[config.mk]
export PLATFORM = sky130hd
export DESIGN_NAME = dataMemory
export DESIGN_NICKNAME = d
export VERILOG_FILES = /design/src/design/pipePkg.sv /design/src/design/dataMemory.sv
export VERILOG_INCLUDE_DIRS = /design/src /design/src/design
export SDC_FILE = /design/constraint.sdc
export NUM_CORES = 2
export LEC_CHECK = 0
export BUFFER_PORTS_ARGS = -buffer_cell sky130_fd_sc_hd__buf_2
export CELL_PAD_IN_SITES_DETAIL_PLACEMENT = 0
export CELL_PAD_IN_SITES_GLOBAL_PLACEMENT = 1
export CORE_ASPECT_RATIO = 1.25
export CORE_MARGIN = 2
export CORE_UTILIZATION = 25
export CTS_CLUSTER_DIAMETER = 40
export DETAILED_ROUTE_END_ITERATION = 8
export PLACE_DENSITY = 0.47
export REMOVE_ABC_BUFFERS = 1
export SLEW_MARGIN = 20
export SYNTH_ARGS = -nofsm -noshare
export SYNTH_HDL_FRONTEND = slang
export SYNTH_SLANG_ARGS = --single-unit
[constraint.sdc]
create_clock -name clk -period 4.5 [get_ports clk]
set_input_delay 0 -clock clk [delete_from_list [all_inputs] [get_ports clk]]
set_output_delay 0 -clock clk [all_outputs]
set_load 0.005 [all_outputs]
[src/design/pipe_defs.svh]
`ifndef PIPE_DEFS_SVH
`define PIPE_DEFS_SVH

// Datapath and instruction width
`define XLEN 32

// Architectural register count
`define NREGS 32

// Instruction memory index bits for 64 words
`define IMEM_AW 6

// Data memory index bits for 64 words
`define DMEM_AW 6

`endif

[src/design/pipePkg.sv]
`default_nettype none

`include "pipe_defs.svh"

package pipePkg;

	// Basic vectors
	typedef logic [`XLEN-1:0] word_t;
	typedef logic [$clog2(`NREGS)-1:0] regAddr_t;
	typedef logic [`IMEM_AW-1:0] pc_t;
	typedef logic [5:0] opcode_t;
	typedef logic [5:0] funct_t;

	// ALU operation select
	typedef enum logic [2:0] {ALU_ADD, ALU_SUB, ALU_AND, ALU_OR, ALU_SLT} aluOp_t;

	// Execute operand source
	typedef enum logic [1:0] {FWD_NONE, FWD_WB, FWD_MEM} fwd_t;

	// --------------------------------------------------
	// MIPS32 opcode and funct values
	// --------------------------------------------------
	localparam opcode_t OP_RTYPE = 6'h00;
	localparam opcode_t OP_ADDI = 6'h08;
	localparam opcode_t OP_LW = 6'h23;
	localparam opcode_t OP_SW = 6'h2b;
	localparam opcode_t OP_BEQ = 6'h04;
	localparam funct_t FN_ADD = 6'h20;
	localparam funct_t FN_SUB = 6'h22;
	localparam funct_t FN_AND = 6'h24;
	localparam funct_t FN_OR = 6'h25;
	localparam funct_t FN_SLT = 6'h2a;

endpackage

`default_nettype wire

[src/design/dataMemory.sv]
`timescale 1ns/1ps
`default_nettype none

`include "pipe_defs.svh"

module dataMemory import pipePkg::*;
(
	input  logic             clk,
	input  logic             we,
	input  logic [`XLEN-1:0] addr,
	input  word_t            wdata,
	output word_t            rdata
);

	word_t mem [0:(1 << `DMEM_AW)-1];

	// Word store on the edge
	always_ff @(posedge clk)
	begin
		if (we)
			mem[addr[`DMEM_AW-1:0]] <= wdata;
	end

	// Combinational read for the MEM stage
	assign rdata = mem[addr[`DMEM_AW-1:0]];

	// Store address from execute must land inside the array
	assert property (@(posedge clk) we |-> (addr[`XLEN-1:`DMEM_AW] == '0))
		else $error("store address 0x%08h outside data memory", addr);

endmodule

`default_nettype wire

==> results by group <==
Clock network
  • Clock root buffer master: clkbuf_16
  • Num CTS Buffers: approximately 240
  • H-tree levels: 4
  • Resized Gates After CTS: 0
  • Clk pin slew, worst setup/hold paths: roughly 0.060 ns
  • TritonCTS Sinks: 2048
  • Clk buf depth: 4
  • CTS tree: built

Critical path
  • Crit Path Class: reg2out
  • CP Capture Type: primary output
  • WP data arrival: 3.92 ns
  • CP max FO: 1
  • Worst setup SP type: flip-flop
  • Crit path required time: around 4.5 ns

Detailed routing
  • Residual DRC: 0
  • WL per Instance: between 30 and 40 um
  • Antenna violation net count after detailed routing: 0
  • Vias: between 40000 and 50000
  • Total wire length: around 270000 um
  • 1st-iter DRT viols: a little under 4000
  • Pre-antenna DRT Iters: 5
  • Mean number of vias per cell: between 4 and 5

Placement
  • Post-DP HPWL: about 160000 um
  • PortBufs: roughly 70
  • DP Worst Slack: between 0.6 and 0.7 ns
  • DP Area: around 86000 um2
  • Placed cells: 8405
  • Gp weighted congestion: 0.787

Layout
  • Share of post-route cells with drive strength above 1: 22.0%
  • Most frequent cells in the layout: edfxtp_1 (2048), mux2i_1 (259), clkbuf_16 (238)
  • Fin nets: ~4600
  • Most common cell after layout, fill and taps aside: edfxtp_1
  • Layout Cells excl Fill: ~8900
  • Layout area overhead: 19.8%
  • Max reg flops: slightly above 2000
  • Final Core Density: 30.1%
  • Design Area, Final: approximately 94000 um2

Synthesis
  • Ys async rst share: 0%
  • Sequential area share after synthesis: approximately four fifths
  • #FFs+latches synth: around 2000
  • Synth Flop Type: edfxtp_1
  • Cell count after synthesis: approximately 4200
  • Post-Syn Area: 78300 um2
  • Number of synthesized flops with an enable pin: roughly 2000
  • Netlist cell types: between 50 and 60
  • Syn_area_per_cell: 18.6 um2
  • Ys Warns: 0

Power and ir drop
  • Total power: approximately 43000 uW
  • Net Sw Frac: 23.0%
  • Clk pwr share: between 40 and 50%
  • Psw: 9790 uW
  • Sequential fraction of design power: 49.7%
  • Leak pwr: approximately 0.030 uW
  • Comb power frac: 5.7%
  • Maximum VDD drop: around 0.00034 V
  • Internal Dissipation: 32700 uW
  • PwrDens: 453 nW/um2

Global routing
  • Initial antenna violation count: 14
  • Vias in the first global route: approximately 44000
  • Grt met3 use: 1.81%
  • Remaining Overflow, GRT: 0
  • Met2 Track Usage GR: about 30%
  • First-pass GRT wire length: around 370000 um
  • Met1 usage: 20.8%
  • GRT Max-Usage Layer: met2
  • Largest net degree at the start of global routing: 92
  • Tot GR Track Use: around 16%

Floorplanning
  • Core Footprint: slightly above 300000 um2
  • Initial Util: around 25%
  • Die height: between 600 and 700 um
  • Die area: around 320000 um2
  • Io pins: 98
  • Chip width: ~500 um
  • Core Rows: about 230

STA
  • Final Worst Setup Slack: between 0.5 and 0.6 ns
  • Fin crit share: approximately 87%
  • Slew headroom: about 18%
  • Highest Clock Rate: 0.255 GHz
  • Finish-stage setup viols: 0
  • Max Slew Vio Count: 0
  • RSZ-0062 raised after global routing: no
  • Fin. Hold Viols: 0
  • Final min period: about 3.9 ns
  • Tightest Pin Transition: about 1.2 ns

Run status
  • Outcome: completed

Job
  • MaxCap Viol Count: 0

Min path
  • HP Class: in2reg
==> through the flow <==
stage / TNS (ns) / hold slack [ns]
final: 0 / 0.0795
after global routing: 0 / 0.0949
after CTS: 0 / 0.0254
after detailed placement: 0 / 0.339
after global placement: 0 / 0.334
after floorplan: -199.65 / 0.0989
==> final timing paths <==
path | depth (start not counted) | slack, ns | to | start
max | 6 | 0.58 | rdata[29] | mem[31][29]
min | 2 | 0.08 | mem[40][14] | wdata[14]
==> power groups by stage <==
stage / logic (uW) / clock network (uW) / registers [uW]
2_1_floorplan: 841 / 0 / 21600
3_3_place_gp: 2430 / 0 / 21600
3_5_place_dp: 2450 / 0 / 21600
4_1_cts: 2480 / 19400 / 21100
5_1_grt: 2550 / 20000 / 21200
6_report: 2430 / 18900 / 21200
==> cell usage after synthesis, types with 5 or more instances <==
cell,instances,area share (%)
a31oi_1,43,0.34
a22oi_1,188,1.8
and2_1,5,0.040
a21oi_1,121,0.77
nor2_1,145,0.70
buf_2,83,0.53
clkbuf_1,168,0.81
mux4_2,96,2.8
o2bb2ai_1,15,0.17
a2111oi_0,15,0.17
buf_4,8,0.077
nand2_1,28,0.13
nand3_1,54,0.35
a221o_1,15,0.19
a22o_1,66,0.74
and3_1,85,0.68
mux2_2,147,2.1
a221oi_1,175,2.0
o21ai_0,84,0.54
nand2b_1,18,0.14
o22ai_1,93,0.74
or4b_1,14,0.18
buf_1,33,0.16
o22a_1,70,0.78
o221ai_1,6,0.067
edfxtp_1,2048,79
or4_1,15,0.14
mux2i_1,259,3.3
a222oi_1,16,0.20
a211oi_1,17,0.16
nor3_1,22,0.14
nor4_1,14,0.11
nor2b_1,8,0.064
==> worst max-delay path: stages, from the launching register on <==
cell and delay [ns]:
edfxtp_1 0.37, mux4_2 0.49, mux2i_1 0.36, nor2_1 0.07, or4b_1 0.80, or4_1 0.76, buf_2 0.19
==> area by class of cell <==
cell class                      instances  area [um2]
Sequential cell                      2048       61500
Antenna cell                           15        37.5
Fill cell                           30500      218000
Multi-Input combinational cell       1859       16100
Inverter                                2        15.0
Clock buffer                          276        6100
Clock inverter                        152        1480
Timing Repair Buffer                  373        3320
Tap cell                             4158        5200
==> kinds of logic (layout without fill, tap and decap cells) <==
family                 count (synthesis)  count (layout)  share of synthesized area, %
DFF                                 2048            2048                          78.6
AOI/OAI and AO/OA                    933             933                          8.73
and+or+nand+nor                      424             424                          2.83
muxes                                502             502                          8.19
buffers and inverters                300             803                          1.70
other                                  0              15                             0
==> what timing repair did <==
item | in CTS | in global routing
endpoints found under the hold margin | 1635 | 0
buffers inserted | 0 | 0
hold buffers | 35 | 0
==> routing by layer <==
metal / routed length [um] / part of all wire [%]
met1: 112000 / 42
met2: 139000 / 52
met3: 10600 / 4.0
met4: 7290 / 2.7
met5: 13 / 0.0048
(Power assumes the default switching activity.)
