**src/design/pipe_defs.svh**
```systemverilog
`ifndef PIPE_DEFS_SVH
`define PIPE_DEFS_SVH

// Datapath and instruction width
`define XLEN 32

// Architectural register count
`define NREGS 32

// Instruction memory index bits for 64 words
`define IMEM_AW 6

// Data memory index bits for 64 words
`define DMEM_AW 6

`endif

```
**src/design/pipePkg.sv**
```systemverilog
`default_nettype none

`include "pipe_defs.svh"

package pipePkg;

	// Basic vectors
	typedef logic [`XLEN-1:0] word_t;
	typedef logic [$clog2(`NREGS)-1:0] regAddr_t;
	typedef logic [`IMEM_AW-1:0] pc_t;
	typedef logic [5:0] opcode_t;
	typedef logic [5:0] funct_t;

	// ALU operation select
	typedef enum logic [2:0] {ALU_ADD, ALU_SUB, ALU_AND, ALU_OR, ALU_SLT} aluOp_t;

	// Execute operand source
	typedef enum logic [1:0] {FWD_NONE, FWD_WB, FWD_MEM} fwd_t;

	// --------------------------------------------------
	// MIPS32 opcode and funct values
	// --------------------------------------------------
	localparam opcode_t OP_RTYPE = 6'h00;
	localparam opcode_t OP_ADDI = 6'h08;
	localparam opcode_t OP_LW = 6'h23;
	localparam opcode_t OP_SW = 6'h2b;
	localparam opcode_t OP_BEQ = 6'h04;
	localparam funct_t FN_ADD = 6'h20;
	localparam funct_t FN_SUB = 6'h22;
	localparam funct_t FN_AND = 6'h24;
	localparam funct_t FN_OR = 6'h25;
	localparam funct_t FN_SLT = 6'h2a;

endpackage

`default_nettype wire

```
**src/design/regFile.sv**
```systemverilog
`timescale 1ns/1ps
`default_nettype none

module regFile import pipePkg::*;
(
	input  logic     clk,
	input  logic     rst,
	input  regAddr_t ra1,
	input  regAddr_t ra2,
	input  regAddr_t wa,
	input  word_t    wd,
	input  logic     we,
	output word_t    rd1,
	output word_t    rd2
);

	localparam int Depth = 2 ** $bits(regAddr_t);

	word_t regs [0:Depth-1];

	// Register 0 never written
	always_ff @(posedge clk)
	begin
		if (rst)
		begin
			for (int i = 0; i < Depth; i++)
				regs[i] <= '0;
		end
		else if (we && wa != '0)
			regs[wa] <= wd;
	end

	// Zero reg, then same-cycle write, then array
	function automatic word_t readPort(input regAddr_t ra);
		if (ra == '0)
			return '0;
		else if (we && ra == wa)
			return wd;
		else
			return regs[ra];
	endfunction

	always_comb
	begin
		rd1 = readPort(ra1);
		rd2 = readPort(ra2);
	end

endmodule

`default_nettype wire

```
**config.mk**
```make
export PLATFORM = sky130hd
export DESIGN_NAME = regFile
export DESIGN_NICKNAME = d
export VERILOG_FILES = /design/src/design/pipePkg.sv /design/src/design/regFile.sv
export VERILOG_INCLUDE_DIRS = /design/src /design/src/design
export SDC_FILE = /design/constraint.sdc
export NUM_CORES = 2
export LEC_CHECK = 0
export BUFFER_PORTS_ARGS = -buffer_cell sky130_fd_sc_hd__buf_2
export CORE_MARGIN = 1
export CORE_UTILIZATION = 55
export DETAILED_ROUTE_END_ITERATION = 8
export GPL_ROUTABILITY_DRIVEN = 1
export HOLD_SLACK_MARGIN = 0.05
export PLACE_DENSITY_LB_ADDON = 0.3
export SYNTH_ARGS = -nofsm -noshare
export SYNTH_HDL_FRONTEND = slang
export SYNTH_SLANG_ARGS = --single-unit
export TNS_END_PERCENT = 10
```
**constraint.sdc**
```tcl
create_clock -name clk -period 1.8 [get_ports clk]
set_input_delay 0.09 -clock clk [delete_from_list [all_inputs] [get_ports clk]]
set_output_delay 0.09 -clock clk [all_outputs]
set_load 0.1 [all_outputs]
```
==> impl_metrics.json <==
{
  "pwr-share-clk_pct": 35.7,
  "fp.dieW_um": 317,
  "synthArstFlopShare_pct": 0,
  "ys_ff_latch": 1024,
  "crit_chain": "mux4_2, a22o_4, a2111oi_4, buf_4, a21oi_2, a22o_4, buf_12",
  "fin_crit_ps": 3060,
  "critPathArrivalTime_ps": 2970,
  "drc": 0,
  "max_slew_margin_pct": 36.3,
  "p_comb_share_pct": 19.0,
  "violations": "negative setup slack",
  "grt_pass1_vias": 38900,
  "power_frac_seq_pct": 45.3,
  "wl_per_cell_um": 34.8,
  "startpoint_type": "register",
  "synth_edf_count": 1024,
  "period_share_pct": 170,
  "p_leak_nw": 25.1,
  "place_congestion": 0.968,
  "grt-ovfl-total": 0,
  "finalNonFillerCells": 5596,
  "crit_fanout": 2,
  "grt_first_pass_wirelength_mm": 275,
  "switchingPower_mw": 17.1,
  "worstSetupPathType": "register to output pin",
  "timing.fmax_ghz": 0.327,
  "finalWorstSetupSlack_ps": -1260,
  "antenna_found_initial": 7,
  "cts_root_buffer": "clkbuf_16",
  "p_sw_share_pct": 27.3,
  "firstDrtPassIters": 5,
  "status": "finished with violations",
  "tightestPinTransition_ps": 953,
  "hold_violations": 0,
  "crit_path_end_kind": "output pin",
  "yosysTopAreaCell": "edfxtp_1",
  "synth_area_leaders": "edfxtp_1 (56%), mux4_2 (16%), and2_1 (11%), mux2i_1 (5.1%), clkbuf_1 (2.1%)",
  "syn-cell-area_mm2": 0.0547,
  "grt_setup_unrepaired": "true",
  "crit_path_top_delay_cell": "mux4_2",
  "largest_register": "regs",
  "h-tree-depth": 3,
  "irDropWorstVdd_uv": 900,
  "finalSetupTns_ps": -59540,
  "ys_seq_area_share_pct": 56.2,
  "routed_via_density": 6.92,
  "setup_viol": 64,
  "clk_pin_slew_ps": 60,
  "cap_violations": 0,
  "coreArea_mm2": 0.0984,
  "placedCellCount": 5383,
  "fp.dieH_um": 317,
  "vias": 38700,
  "antenna_left": 0,
  "fillerInstances": 6487,
  "grt_max_degree": 35,
  "largest_reg_flops": 1024,
  "final-seq-area_mm2": 0.0307,
  "die_area_mm2": 0.101,
  "multi_input_area_mm2": 0.0240,
  "dr.first_iter.drc_count": 6112,
  "port_buffers": 113,
  "p_int_mw": 45.4,
  "synthFlopType": "edfxtp_1",
  "fin_nets": 4274,
  "drt-total-wl_mm": 194,
  "power_density_mw_per_mm2": 916,
  "min_path_type": "input port to register",
  "crit_start": "regs[12][9]$_SDFFCE_PN0P_",
  "cpMostUsedCell": "a22o_4",
  "yosysMostFrequentCell": "edfxtp_1",
  "path_delay_family": "compound AO/OA/AOI/OAI gates",
  "rows": 115,
  "yosysTopAreaCellShare_pct": 56.2,
  "initial_core_util_pct": 55.6,
  "grt_use_total_pct": 38.4,
  "syn2layout_area_growth_pct": 24.7,
  "dpl.hpwl_mm": 132,
  "ios": 114,
  "synth.distinct_cells": 50,
  "yosysWarnings": 0,
  "netlist_top_cells_count": "edfxtp_1 (1024), and2_1 (994), mux4_2 (388), clkbuf_1 (302), mux2i_1 (281)",
  "cts_tree": "yes",
  "largestRegisters": "regs (1024)",
  "clk_path_buf_depth": 3,
  "critPathMaxStageDelay_ps": 500,
  "synthCells": 3740,
  "cts_made_buffers": 105,
  "synth_area_per_cell_um2": 14.6,
  "drv_slew": 0,
  "hold_start": "wd[17]",
  "drive_gt1_share_pct": 35.7,
  "required_ps": 1710,
  "crit_buf_inv": 2,
  "cts_num_sinks": 1024
}
layout make-up:
type | count | share of cell area (%)
timing repair buffer | 760 | 12.3
clock buffer | 129 | 4.14
inverter | 2 | 0.0110
tap | 1287 | 2.36
sequential | 1024 | 45.0
clock inverter | 62 | 0.907
antenna | 1 | 0.00367
multi-input combinational | 2331 | 35.2
repair_timing:
item / 4_1_cts / 5_1_grt
gates resized for setup: 175 / 14
pin swaps: 52 / 12
endpoints found under the setup margin: 64 / 64
hold endpoints to repair: 195 / 0
hold buffers: 16 / 0
setup buffers: 2 / 3
cells by family after synthesis:
kind of cell / Yosys count / synth area share, %
AND/OR/NAND/NOR: 1146 / 12.7
AO/OA/AOI/OAI: 469 / 6.45
flip-flops: 1024 / 56.2
other: 1 / 0.00685
buffers and inverters: 416 / 3.23
XOR/XNOR: 10 / 0.160
multiplexers: 674 / 21.2
per-layer routing:
metal	vias up	wire [um]	global-route usage [%]
li1	15500	-	-
met1	19400	66300	49.3
met2	3107	89100	59.4
met3	719	22900	7.41
met4	4	16200	26.8
met5	-	26	0
path summary, 6_finish.rpt:
check | end | cells past startpoint
hold / removal | regs[4][17]$_SDFFCE_PN0P_ | 2
setup / recovery | rd1[9] | 7
stage by stage:
| stage | power [mW] | hold slack [ps] | worst slack, ps | util [%] | cell area (um2) |
|---|---|---|---|---|---|
| 6_report | 62.5 | 82.3 | -1260 | 69.4 | 68300 |
| 5_1_grt | 63.7 | 86.9 | -1260 | 69.4 | 68300 |
| 4_1_cts | 62.2 | 50.8 | -1250 | 69.2 | 68100 |
| 3_5_place_dp | 39.8 | 645 | -799 | 64.6 | 63600 |
| 3_3_place_gp | 39.6 | 631 | -784 | 64.6 | 63600 |
| 2_1_floorplan | 34.9 | 288 | -155 | - | 56100 |
layout by cell type, fill, tap and decap left out, types with 7 or more instances in the layout:
cell	instances
edfxtp_1	1024
and2_1	993
buf_4	473
mux4_2	388
mux2i_1	278
buf_12	218
a22oi_1	114
clkbuf_16	110
a21oi_1	57
a22o_4	47
buf_2	42
o22ai_1	40
nand2_1	35
o221ai_1	34
or2_2	33
conb_1	32
nor2_4	26
a21oi_2	21
clkinv_1	21
a22oi_2	19
clkinv_2	19
clkbuf_1	19
a2111oi_4	16
dlygate4sd3_1	16
o221a_4	14
nand3_1	12
bufinv_16	12
a221o_4	11
xnor2_1	10
o211ai_1	10
a32oi_1	9
nor2_2	9
o21ai_0	8
nor2_1	8
a2111oi_2	8
clkinvlp_4	8
a211oi_2	7
a22o_1	7
o221ai_2	7
power groups by stage:
stage / clock network, mW / registers (mW) / logic (mW)
2_1_floorplan: 0 / 28.4 / 6.48
3_3_place_gp: 0 / 28.6 / 11.0
3_5_place_dp: 0 / 28.7 / 11.0
4_1_cts: 22.3 / 28.2 / 11.6
5_1_grt: 23.2 / 28.4 / 12.1
6_report: 22.3 / 28.3 / 11.9
(Power assumes the default switching activity.)
