[src/design/pipe_defs.svh]
`ifndef PIPE_DEFS_SVH
`define PIPE_DEFS_SVH

// Datapath and instruction width
`define XLEN 32

// Architectural register count
`define NREGS 32

// Instruction memory index bits for 64 words
`define IMEM_AW 6

// Data memory index bits for 64 words
`define DMEM_AW 6

`endif

[src/design/pipePkg.sv]
`default_nettype none

`include "pipe_defs.svh"

package pipePkg;

	// Basic vectors
	typedef logic [`XLEN-1:0] word_t;
	typedef logic [$clog2(`NREGS)-1:0] regAddr_t;
	typedef logic [`IMEM_AW-1:0] pc_t;
	typedef logic [5:0] opcode_t;
	typedef logic [5:0] funct_t;

	// ALU operation select
	typedef enum logic [2:0] {ALU_ADD, ALU_SUB, ALU_AND, ALU_OR, ALU_SLT} aluOp_t;

	// Execute operand source
	typedef enum logic [1:0] {FWD_NONE, FWD_WB, FWD_MEM} fwd_t;

	// --------------------------------------------------
	// MIPS32 opcode and funct values
	// --------------------------------------------------
	localparam opcode_t OP_RTYPE = 6'h00;
	localparam opcode_t OP_ADDI = 6'h08;
	localparam opcode_t OP_LW = 6'h23;
	localparam opcode_t OP_SW = 6'h2b;
	localparam opcode_t OP_BEQ = 6'h04;
	localparam funct_t FN_ADD = 6'h20;
	localparam funct_t FN_SUB = 6'h22;
	localparam funct_t FN_AND = 6'h24;
	localparam funct_t FN_OR = 6'h25;
	localparam funct_t FN_SLT = 6'h2a;

endpackage

`default_nettype wire

[src/design/fetchUnit.sv]
`timescale 1ns/1ps
`default_nettype none

`include "pipe_defs.svh"

module fetchUnit import pipePkg::*;
(
	input  logic  clk,
	input  logic  rst,
	input  logic  run,
	input  logic  stallD,
	input  logic  branchTaken,
	input  pc_t   branchTarget,
	input  logic  stallF,
	input  logic  loadReq,
	input  pc_t   loadAddr,
	input  word_t loadData,
	output logic  loadAck,
	output word_t instrD,
	output pc_t   pcPlus1D
);

	typedef enum logic [1:0] {LD_IDLE, LD_ACK, LD_WAIT} ldState_t;

	ldState_t ldState;
	logic loadWe;
	logic runF;
	pc_t pcF;
	word_t imem [0:(1 << `IMEM_AW)-1];

	// --------------------------------------------------
	// Program load handshake
	// --------------------------------------------------

	// Word captured on the edge that sees the request, only while halted
	assign loadWe = (ldState == LD_IDLE) && loadReq && !run;
	assign loadAck = (ldState == LD_ACK);

	always_ff @(posedge clk)
	begin
		if (rst)
			ldState <= LD_IDLE;
		else
		begin
			case (ldState)
				LD_IDLE:
				begin
					if (loadWe)
						ldState <= LD_ACK;
				end
				LD_ACK:
				begin
					// Hold ack until request drops
					if (!loadReq)
						ldState <= LD_WAIT;
				end
				default:
					ldState <= LD_IDLE;
			endcase
		end
	end

	always_ff @(posedge clk)
	begin
		if (loadWe)
			imem[loadAddr] <= loadData;
	end

	// Ack only ever answers a request from the previous edge
	assert property (@(posedge clk) disable iff (rst) $rose(loadAck) |-> $past(loadReq))
		else $error("loadAck rose with loadReq low");

	// --------------------------------------------------
	// PC and IF/ID register
	// --------------------------------------------------

	// Registered run gives the two cycle start
	always_ff @(posedge clk)
	begin
		if (rst)
			runF <= 1'b0;
		else
			runF <= run;
	end

	always_ff @(posedge clk)
	begin
		if (rst || !runF)
			pcF <= '0;
		else if (branchTaken)
			pcF <= branchTarget;
		else if (!stallF)
			pcF <= pcF + 1'b1;
	end

	// Zero word decodes as a bubble
	always_ff @(posedge clk)
	begin
		if (rst || !runF || branchTaken)
		begin
			instrD <= '0;
			pcPlus1D <= '0;
		end
		else if (!stallD)
		begin
			instrD <= imem[pcF];
			pcPlus1D <= pcF + 1'b1;
		end
	end

endmodule

`default_nettype wire

[config.mk]
export PLATFORM = sky130hd
export DESIGN_NAME = fetchUnit
export DESIGN_NICKNAME = d
export VERILOG_FILES = /design/src/design/pipePkg.sv /design/src/design/fetchUnit.sv
export VERILOG_INCLUDE_DIRS = /design/src /design/src/design
export SDC_FILE = /design/constraint.sdc
export NUM_CORES = 2
export LEC_CHECK = 0
export ABC_AREA = 1
export BUFFER_PORTS_ARGS = -buffer_cell sky130_fd_sc_hd__buf_2
export CAP_MARGIN = 20
export CORE_ASPECT_RATIO = 1.5
export CORE_UTILIZATION = 50
export CTS_CLUSTER_DIAMETER = 150
export DETAILED_ROUTE_END_ITERATION = 8
export HOLD_SLACK_MARGIN = 0.1
export PLACE_DENSITY = 0.68
export SYNTH_ARGS = -nofsm -noshare
export SYNTH_HDL_FRONTEND = slang
export SYNTH_SLANG_ARGS = --single-unit
[constraint.sdc]
create_clock -name clk -period 2.6 [get_ports clk]
set_clock_uncertainty 0.1 [all_clocks]
set_input_delay 0.13 -clock clk [delete_from_list [all_inputs] [get_ports clk]]
set_output_delay 0.13 -clock clk [all_outputs]
set_load 0.03 [all_outputs]
==> metrics.md <==
| Metric | Value |
|---|---|
| Post-Synthesis Cells | `7872` |
| Distinct cells, synth | `22` |
| RSZ-0062 raised after global routing | `false` |
| Fin util | `58.1%` |
| Synthesized flop and latch total | `2095` |
| Crit path cell chain | `clkinv_8 -> buf_16 -> nand2_1 -> nand3_1 -> a21oi_1 -> nor2_1 -> nand2_1 -> nand3_1 -> nand3_1 -> nand2_1 -> inv_1` |
| Clock latency on the worst-skew pair | `0.83 ns` |
| Slew Limit Fails | `0` |
| Synthesized cell area | `86400 um^2` |
| Largest net degree at the start of global routing | `86` |
| Initial Util | `50.4%` |
| Sequential area share after synthesis | `72.3%` |
| Die W | `341 um` |
| Startpoint Class | `register` |
| Post-DR wirelength/cell | `25.1 um` |
| Yosys top cell area share | `71.2%` |
| Synth-to-Final Area Change | `15.2%` |
| Crit-path max FO | `85` |
| Ys flop type | `edfxtp_1` |
| CORE AREA | `172000 um^2` |
| ANT nets after route | `0` |
| GPL Wtd Cong | `0.874` |
| Hpwl dp | `152000 um` |
| Clk slew on worst S/H paths | `0.07 ns` |
| Most numerous cell in the Yosys netlist | `nand2_1` |
| Finished Layout Cells | `10600` |
| GRT overflow | `0` |
| Root buf cell | `clkbuf_16` |
| Num rows | `186` |
| Clock tree from TritonCTS | `done` |
| Async S/R FF share, synth | `0%` |
| Status | `finished, final reports clean` |
| DR iter-0 viols | `7166` |
| Final critical-path share of the clock period | `98.7%` |
| Layout cells sized above 1 | `9.93%` |
| I/O pin total | `90` |
| Slew @ Worst Pin | `0.904 ns` |
| Top post-synthesis cells by area | `edfxtp_1 (71%), nand2_1 (9.9%), nand3_1 (4.9%)` |
| Setup repair bufs after CTS | `0` |
| Slew headroom | `39.7%` |
| CP delay by family, top | `simple AND/OR/NAND/NOR gates` |
| Worst path bufs/invs | `3` |
| Number of flops mapped to enable cells by yosys | `2048` |
| Clock Tree Buf Depth | `3` |
| Die Y | `511 um` |
| Synth cell count leaders | `nand2_1 (2271), edfxtp_1 (2048), nor2_1 (1115)` |
| CTS buffer count | `182` |
| Class of the worst hold path | `input pin to register` |
| Max frequency | `390 MHz` |
| Synth area leader | `edfxtp_1` |
| Placed Instances | `10200` |
| CTS Sinks | `2095` |
| Syn avg cell area | `11.0 um^2` |
| Htree depth | `4` |
| P_leak | `0.0380 uW` |
| Final setup violation count | `0` |
| Syn nets | `7924` |
| Vias in the first global route | `58800` |
| DRC | `0` |
| Pwr per Cell Area | `669 nW/um^2` |
| Fin. Hold Viols | `0` |
| Crit path arrival time | `3.24 ns` |
| Total vias in the final route | `60400` |
| Worst Path Required | `3.28 ns` |
| Critical Path Slowest Stage Cell | `dfxtp_4` |
| Layout net count | `8203` |
| Max cap viols | `0` |
| Die area | `175000 um^2` |
| Drt first pass iters | `6` |
| Reg2Reg Setup Slack | `0.03 ns` |
| PortBufs | `89` |
| CP Capture Type | `register` |
| Kind of critical path | `register to register` |
| First-pass GRT wire length | `386000 um` |
| Synth warnings | `0` |
| CP max stage delay | `0.43 ns` |
| Filler Cell Count | `13400` |
| WL final | `265000 um` |
| Total track usage | `30.5%` |
| Vias per std cell | `5.72` |
| VDD IR-drop max | `0.642 mV` |
| Initial antenna violation count | `10` |
| Minimum clock period | `2.57 ns` |
==> logic make-up (layout without fill, tap and decap cells) <==
group | Yosys count | in the layout | synth area share [%]
buffers and inverters | 953 | 1387 | 4.61
other | 0 | 6 | 0
flip-flops | 2095 | 2095 | 72.3
XOR/XNOR | 3 | 3 | 0.0304
adder cells (fa/ha/maj) | 1 | 1 | 0.0145
AO/OA/AOI/OAI | 547 | 547 | 3.17
AND/OR/NAND/NOR | 4273 | 4273 | 19.9
==> area by class of cell <==
cell class	instances	area, um^2	share of cell area, %
antenna	6	15.0	0.0151
inverter	510	1950	1.96
tap	2256	2820	2.83
clock inverter	97	837	0.841
clock buffer	242	4980	5.00
sequential	2095	62500	62.7
timing repair buffer	538	6040	6.06
multi-input combinational	4824	20500	20.6
==> power breakdown <==
group          switching (uW)  internal [uW]  total [uW]
Clock                   12100          14700       26900
Sequential               34.3          37100       37100
Combinational            1880            709        2590
Total                   14100          52600       66600
==> final timing paths <==
path | from | to | cells past startpoint
setup / recovery | pcF[0] | instrD[31] | 11
hold / removal | loadData[6] | imem[40][6] | 2
setup reg to reg | pcF[0] | instrD[31] | 11
hold reg to reg | pcPlus1D[1] | pcPlus1D[1] | 2
==> what timing repair did <==
action	in CTS	in global routing
endpoints found under the hold margin	2128	0
hold buffers	73	0
gates resized for setup	2	3
setup endpoints to repair	1	2
==> cells in the final DEF, fill, tap and decap left out, types with 42 or more instances in the layout <==
cell type and instances:
buf_2 89, buf_4 213, dlygate4sd3_1 73, clkinv_1 42
clkbuf_1 46, o21ai_0 411, clkbuf_16 187, dfxtp_1 42
a21oi_1 132, nor2_4 64, inv_1 502, buf_12 161
nand2_1 2270, edfxtp_1 2048, nand3_1 846, nor2_1 1051
==> flip-flops by register name, summed over array words and instances, names as in the netlist <==
register  cells
pcPlus1D      6
runF          1
instrD       32
imem       2048
pcF           6
ldState       2
==> per-stage QoR <==
step / setup WS (ns) / hold slack [ns] / total power [uW] / cell area [um^2] / setup TNS, ns
after global routing: 0.00868 / 0.162 / 68000 / 99600 / 0
after detailed placement: -0.150 / 0.235 / 40300 / 93000 / -0.150
after CTS: 0.00529 / 0.100 / 66700 / 99500 / 0
after global placement: -0.131 / 0.222 / 40300 / 93000 / -0.131
after floorplan: -0.213 / 0.0991 / 39000 / 86400 / -435.36
final: 0.0332 / 0.166 / 66600 / 99600 / 0
==> metal layers <==
| layer | vias to the layer above | track usage (%) | part of all wire, % |
|---|---|---|---|
| met5 | - | 0 | 0.021 |
| met4 | 10 | 19.2 | 7.0 |
| met3 | 830 | 4.96 | 9.2 |
| met2 | 3403 | 50.2 | 48 |
| met1 | 29200 | 37.4 | 35 |
| li1 | 27000 | - | - |
==> worst register-to-register path, delay by kind of cell, from the launching register on <==
| kind | cells | cell delay [ns] |
|---|---|---|
| compound gates | 1 | 0.34 |
| buf+inv | 3 | 0.58 |
| flops | 1 | 0.43 |
| simple gates | 7 | 1.07 |
Note: power is estimated with default switching activity, not from simulation.
