==> src/design/pipe_defs.svh <==
`ifndef PIPE_DEFS_SVH
`define PIPE_DEFS_SVH

// Datapath and instruction width
`define XLEN 32

// Architectural register count
`define NREGS 32

// Instruction memory index bits for 64 words
`define IMEM_AW 6

// Data memory index bits for 64 words
`define DMEM_AW 6

`endif

==> src/design/pipePkg.sv <==
`default_nettype none

`include "pipe_defs.svh"

package pipePkg;

	// Basic vectors
	typedef logic [`XLEN-1:0] word_t;
	typedef logic [$clog2(`NREGS)-1:0] regAddr_t;
	typedef logic [`IMEM_AW-1:0] pc_t;
	typedef logic [5:0] opcode_t;
	typedef logic [5:0] funct_t;

	// ALU operation select
	typedef enum logic [2:0] {ALU_ADD, ALU_SUB, ALU_AND, ALU_OR, ALU_SLT} aluOp_t;

	// Execute operand source
	typedef enum logic [1:0] {FWD_NONE, FWD_WB, FWD_MEM} fwd_t;

	// --------------------------------------------------
	// MIPS32 opcode and funct values
	// --------------------------------------------------
	localparam opcode_t OP_RTYPE = 6'h00;
	localparam opcode_t OP_ADDI = 6'h08;
	localparam opcode_t OP_LW = 6'h23;
	localparam opcode_t OP_SW = 6'h2b;
	localparam opcode_t OP_BEQ = 6'h04;
	localparam funct_t FN_ADD = 6'h20;
	localparam funct_t FN_SUB = 6'h22;
	localparam funct_t FN_AND = 6'h24;
	localparam funct_t FN_OR = 6'h25;
	localparam funct_t FN_SLT = 6'h2a;

endpackage

`default_nettype wire

==> src/design/controlUnit.sv <==
`timescale 1ns/1ps
`default_nettype none

module controlUnit import pipePkg::*;
(
	input  opcode_t op,
	input  funct_t  funct,
	output logic    regWrite,
	output logic    memToReg,
	output logic    memWrite,
	output logic    aluSrc,
	output logic    regDst,
	output logic    branch,
	output aluOp_t  aluOp
);

	always_comb
	begin
		// Everything off unless the code is known
		regWrite = 1'b0;
		memToReg = 1'b0;
		memWrite = 1'b0;
		aluSrc = 1'b0;
		regDst = 1'b0;
		branch = 1'b0;
		aluOp = ALU_ADD;
		case (op)
			OP_RTYPE:
			begin
				// rd destination, op from funct
				regDst = 1'b1;
				regWrite = 1'b1;
				case (funct)
					FN_ADD: aluOp = ALU_ADD;
					FN_SUB: aluOp = ALU_SUB;
					FN_AND: aluOp = ALU_AND;
					FN_OR: aluOp = ALU_OR;
					FN_SLT: aluOp = ALU_SLT;
					default:
					begin
						regDst = 1'b0;
						regWrite = 1'b0;
					end
				endcase
			end
			OP_ADDI:
			begin
				regWrite = 1'b1;
				aluSrc = 1'b1;
			end
			OP_LW:
			begin
				// Address is base plus offset
				regWrite = 1'b1;
				memToReg = 1'b1;
				aluSrc = 1'b1;
			end
			OP_SW:
			begin
				memWrite = 1'b1;
				aluSrc = 1'b1;
			end
			// Compare done in decode
			OP_BEQ: branch = 1'b1;
			default: ;
		endcase
	end

endmodule

`default_nettype wire

==> config.mk <==
export PLATFORM = sky130hd
export DESIGN_NAME = controlUnit
export DESIGN_NICKNAME = d
export VERILOG_FILES = /design/src/design/pipePkg.sv /design/src/design/controlUnit.sv
export VERILOG_INCLUDE_DIRS = /design/src /design/src/design
export SDC_FILE = /design/constraint.sdc
export NUM_CORES = 1
export LEC_CHECK = 0
export ABC_AREA = 1
export BUFFER_PORTS_ARGS = -buffer_cell sky130_fd_sc_hd__buf_4
export CAP_MARGIN = 5
export CORE_AREA = 2 2 39 41
export DETAILED_ROUTE_END_ITERATION = 12
export DIE_AREA = 0 0 41 43
export GPL_TIMING_DRIVEN = 1
export SLEW_MARGIN = 20
export SYNTH_ARGS = -nofsm -noshare
export SYNTH_HDL_FRONTEND = slang
export SYNTH_SLANG_ARGS = --single-unit
==> constraint.sdc <==
create_clock -name vclk -period 1.3
set_input_delay 0.26 -clock vclk [all_inputs]
set_output_delay 0.26 -clock vclk [all_outputs]
set_load 0.02 [all_outputs]
==> results of run 1 <==
per-stage QoR:
| step | cell area (um^2) | cells |
|---|---|---|
| final | 537 | 90 |
| after global routing | 537 | 90 |
| after CTS | 490 | 89 |
| after detailed placement | 445 | 88 |
| after global placement | 445 | 88 |
| after floorplan | 253 | 49 |
cell usage after synthesis, drive strengths merged:
master	number	area, um^2
nor3	2	10.0
nor2	12	70.1
o21ai	1	5.00
nand3	7	40.0
nand4	1	6.26
nand3b	1	7.51
nand2	10	52.6
a21oi	1	8.76
inv	14	52.6
metal layers:
| metal | routed length, um | global-route usage, % | up-vias |
|---|---|---|---|
| met5 | 0 | 0 | - |
| met4 | 0 | 0 | 0 |
| met3 | 86 | 2.62 | 0 |
| met2 | 360 | 13.1 | 16 |
| met1 | 271 | 11.1 | 151 |
| li1 | - | - | 197 |
layout by cell type, fill, tap and decap left out:
cell and instances:
nand3b_1 1, nor2_2 3, nor2_1 6, nand2_4 3, a21oi_2 1, inv_1 6, inv_6 1, buf_6 9
nor3_1 1, nand3_1 6, inv_2 6, inv_4 1, nand2_1 3, nand4_1 1, buf_8 1, nor3_2 1
o21ai_1 1, nand3_2 1, buf_4 15, nor2_4 3, nand2_2 4
worst max-delay path, cell delays in order:
cell and delay, ns:
buf_6 0.10, inv_4 0.05, nand2_4 0.04, nor2_4 0.10, inv_2 0.05, nor2_4 0.14, inv_2 0.06, a21oi_2 0.12
buf_6 0.13
area by class of cell:
| type | count | area share (%) |
|---|---|---|
| inverters | 14 | 11.2 |
| multi-input cells | 35 | 42.4 |
| well taps | 16 | 3.73 |
| repair buffers | 25 | 42.7 |
cell families (layout without fill, tap and decap cells):
family                 Yosys count  after routing  synth area share (%)
AND/OR/NAND/NOR                 33             33                  73.8
buffers and inverters           14             39                  20.8
AO/OA/AOI/OAI                    2              2                  5.44
worst paths after layout:
kind	startpoint	to	slack [ns]	depth (start not counted)
setup / recovery	op[4]	aluOp[1]	-0.03	9
hold / removal	op[3]	branch	0.78	3
timing repair:
item,in CTS,in global routing
buffers inserted,1,1
resized for setup,14,12
endpoints found under the hold margin,0,0
pin swaps,7,5
endpoints found under the setup margin,5,5
power breakdown:
| part | internal (mW) | switching (mW) | total, mW | leakage [nW] |
|---|---|---|---|---|
| clock | 0 | 0 | 0 | 0 |
| sequential | 0 | 0 | 0 | 0 |
| combinational | 0.0566 | 0.0496 | 0.106 | 0.304 |
==> metrics.md, run 1 <==
| Metric | Value |
|---|---|
| WP data required | `1.04 ns` |
| Core area | `between 1000 and 1500 um^2` |
| Multi-input logic area | `~230 um^2` |
| Pins Over Slew Limit | `0` |
| Cell Area, Synth | `253 um^2` |
| Finish-stage setup viols | `2` |
| Crit path time final | `between 1 and 1.5 ns` |
| Layout area overhead | `112%` |
| RSZ-0062 raised after global routing | `true` |
| Final hold vios | `0` |
| Pin count of the biggest net entering global routing | `6` |
| Seq/Total Area, Yosys | `0%` |
| CP Capture Type | `output pin` |
| FILL cells | `155` |
| Max-cap violations | `0` |
| Storage cell area | `0 um^2` |
| Final period util | `102%` |
| Clock buffer cells | `0` |
| Die width | `between 40 and 50 um` |
| Hold-fix buffers, CTS | `0` |
| FMAX | `0.755 GHz` |
| Crit start category | `primary input` |
| Wirelength per Cell | `7.99 um` |
| Place WS | `-0.0302 ns` |
| Overflow after GRT | `0` |
| Outcome | `finished, violations left` |
| Critical path type | `in -> out` |
| Worst Slack Setup Final | `-0.0252 ns` |
| First-pass DRT Iterations | `4` |
| Layout cells sized above 1 | `between 60% and 70%` |
| Avg Inst Size Synth | `slightly above 5 um^2` |
| Pleak | `about 0.30 nW` |
| Setup TNS | `-0.0406 ns` |
| GPL Wtd Cong | `0.686` |
| Mapped Cells | `49` |
| Final hold slack | `about 0.78 ns` |
| Max FO, Critical Path | `3` |
| Count of flip-flops and latches | `0` |
| Vias per cell | `slightly above 4` |
| Residual DRC | `0` |
| Drt initial violations | `2` |
| DIE HEIGHT | `43 um` |
| Routed wire length | `approximately 720 um` |
| Antenna Diode Count | `0` |
| Nets | `slightly below 90` |
| PwrDens | `~200 nW/um^2` |
| Global-route wire length before repair | `around 1100 um` |
| Vias in the first global route | `approximately 300` |
| Die area | `1760 um^2` |
| Starting Density | `between 10% and 20%` |
| Post-route ant nets | `0` |
| Post-Syn Nets | `61` |
| Top-Level Pins | `21` |
| Final core utilization | `38.8%` |
| Max IR drop VDD | `~68 uV` |
| Port Buffers | `21` |
| Initial antenna violation count | `0` |
| Worst-Margin Slew | `around 0.14 ns` |
| Vias | `around 360` |
| Count of cell types in the netlist | `15` |
| Post-DP HPWL | `596 um` |
| Yosys Warn Count | `0` |
| Pwr Total | `106 uW` |
| HP Class | `in -> out` |
| GRT Total Usage | `under 10%` |
| Worst slew margin | `about 90%` |
| Num rows | `14` |
| WP data arrival | `about 1.1 ns` |
| Failing checks | `setup timing` |
Power figures use the tool's default switching activity.
==> run 2, diff against run 1 <==
==> constraint.sdc (replaced) <==
create_clock -name vclk -period 1.3
set_input_delay 0.13 -clock vclk [all_inputs]
set_output_delay 0.13 -clock vclk [all_outputs]
set_load 0.02 [all_outputs]
==> metrics.md, run 2 (synthesis gave the netlist of run 1 again) <==
| Metric | Value |
|---|---|
| Final period util | `82.5% (-19 points)` |
| Port Buffers | `21 (unchanged)` |
| FILL cells | `160 (+3.2%)` |
| Die width | `41 um (unchanged)` |
| Setup crit start | `op[5]` |
| CP Capture Type | `output pin` |
| Final hold vios | `0 (unchanged)` |
| GRT Total Usage | `6.99% (-1.2 points)` |
| Post-DP HPWL | `554 um (-7.0%)` |
| Routed wire length | `594 um (-17%)` |
| Slowest CP cell | `buf_4` |
| Vias in the first global route | `256 (-14%)` |
| Top-Level Pins | `21 (unchanged)` |
| Final hold slack | `0.530 ns (-0.254 ns)` |
| Outcome | `completed` |
| Largest delay share family, worst path | `buffers and inverters` |
| First-pass DRT Iterations | `2 (-2)` |
| WP data arrival | `0.94 ns (-0.13 ns)` |
| Place WS | `0.232 ns (+0.262 ns)` |
| Most common cell on crit path | `inv_2` |
| Final core utilization | `31.1% (-7.7 points)` |
| RSZ-0062 raised after global routing | `false` |
| Vias per cell | `3.93 (-2.8%)` |
| Max IR drop VDD | `66.4 uV (-2.4%)` |
| Pleak | `0.258 nW (-15%)` |
| FMAX | `0.932 GHz (+23%)` |
| Worst slew margin | `89.1% (-1.3 points)` |
| Crit start category | `primary input` |
| Final cell count without fillers | `86 (-4.4%)` |
| HP Class | `in -> out` |
| Commonest non-fill, non-tap cell in the layout | `buf_4` |
| Hold-fix buffers, CTS | `0 (unchanged)` |
| Max FO, Critical Path | `3 (unchanged)` |
| Initial antenna violation count | `0 (unchanged)` |
| PwrDens | `189 nW/um^2 (-4.5%)` |
| Max-cap violations | `0 (unchanged)` |
| Post-CTS setup buffers | `0 (-1)` |
| Placed cell area | `430 um^2 (-3.4%)` |
| Num rows | `14 (unchanged)` |
| Pins Over Slew Limit | `0 (unchanged)` |
| Post-placement cell count | `86 (-2.3%)` |
| Critical path buffers and inverters | `5 (unchanged)` |
| Drt initial violations | `2 (unchanged)` |
| Pin count of the biggest net entering global routing | `6 (unchanged)` |
| Vias | `338 (-7.1%)` |
| Crit path time final | `1.07 ns (-0.252 ns)` |
| Final Cell Area | `430 um^2 (-20%)` |
| Critical path type | `in -> out` |
| Worst Slack Setup Final | `0.227 ns (+0.252 ns)` |
| Nets | `84 (-4.5%)` |
| Commonest cells after routing, fill and taps aside | `buf_4, inv_1, nor2_1` |
| Layout cells sized above 1 | `50.0% (-16 points)` |
| Layout area overhead | `70.3%` |
| WP data required | `1.17 ns (+0.13 ns)` |
| Overflow after GRT | `0 (unchanged)` |
| CTS resizes | `0 (-14)` |
| CP max stage delay | `0.15 ns (about the same)` |
| Setup TNS | `0 ns (+0.0406 ns)` |
| Finish-stage setup viols | `0 (-2)` |
| HP Start | `op[3]` |
| CP Cell Sequence | `buf_4, inv_2, nand2_2, nor2_4, inv_2, nor2_4, inv_2, nor2_1, buf_4` |
| Worst-Margin Slew | `0.163 ns (+0.0188 ns)` |
| DIE HEIGHT | `43 um (unchanged)` |
| GPL Wtd Cong | `0.677 (-1.4%)` |
| Clock buffer cells | `0 (unchanged)` |
| Core area | `1380 um^2 (unchanged)` |
| Starting Density | `18.3% (unchanged)` |
| Post-route ant nets | `0 (unchanged)` |
| Pwr Total | `81.3 uW (-23%)` |
| Multi-input logic area | `200 um^2 (-12%)` |
| Count of flip-flops and latches | `0 (unchanged)` |
| Storage cell area | `0 um^2 (unchanged)` |
| Residual DRC | `0 (unchanged)` |
| Wirelength per Cell | `6.91 um (-14%)` |
| Antenna Diode Count | `0 (unchanged)` |
| Die area | `1760 um^2 (unchanged)` |
| Global-route wire length before repair | `945 um (-13%)` |
-- run 2: cell type report --
| cell class | count | area share [%] |
|---|---|---|
| inverters | 14 | 12.2 |
| multi-input cells | 35 | 46.5 |
| well taps | 16 | 4.65 |
| repair buffers | 21 | 36.6 |
-- run 2: power by group --
| part | switching [mW] | internal [mW] | total (mW) |
|---|---|---|---|
| combinational | 0.0415 | 0.0398 | 0.0813 |
| sequential | 0 | 0 | 0 |
| clock | 0 | 0 | 0 |
-- run 2: worst min-delay path, delay by kind of cell --
family / cells / cell delay [ns]
buffers and inverters: 2 / 0.23
AND/OR/NAND/NOR: 1 / 0.04
-- run 2: path summary, 6_finish.rpt --
path | to | slack [ns] | cells after the start
max | aluOp[2] | 0.23 | 9
min | branch | 0.53 | 3
-- run 2: per-layer routing --
layer	up-vias	track usage, %	routed length [um]	part of all wire (%)
li1	191	-	-	-
met1	131	9.49	262	44
met2	16	11.6	254	43
met3	0	1.57	77	13
met4	0	0	0	0
met5	-	0	0	0
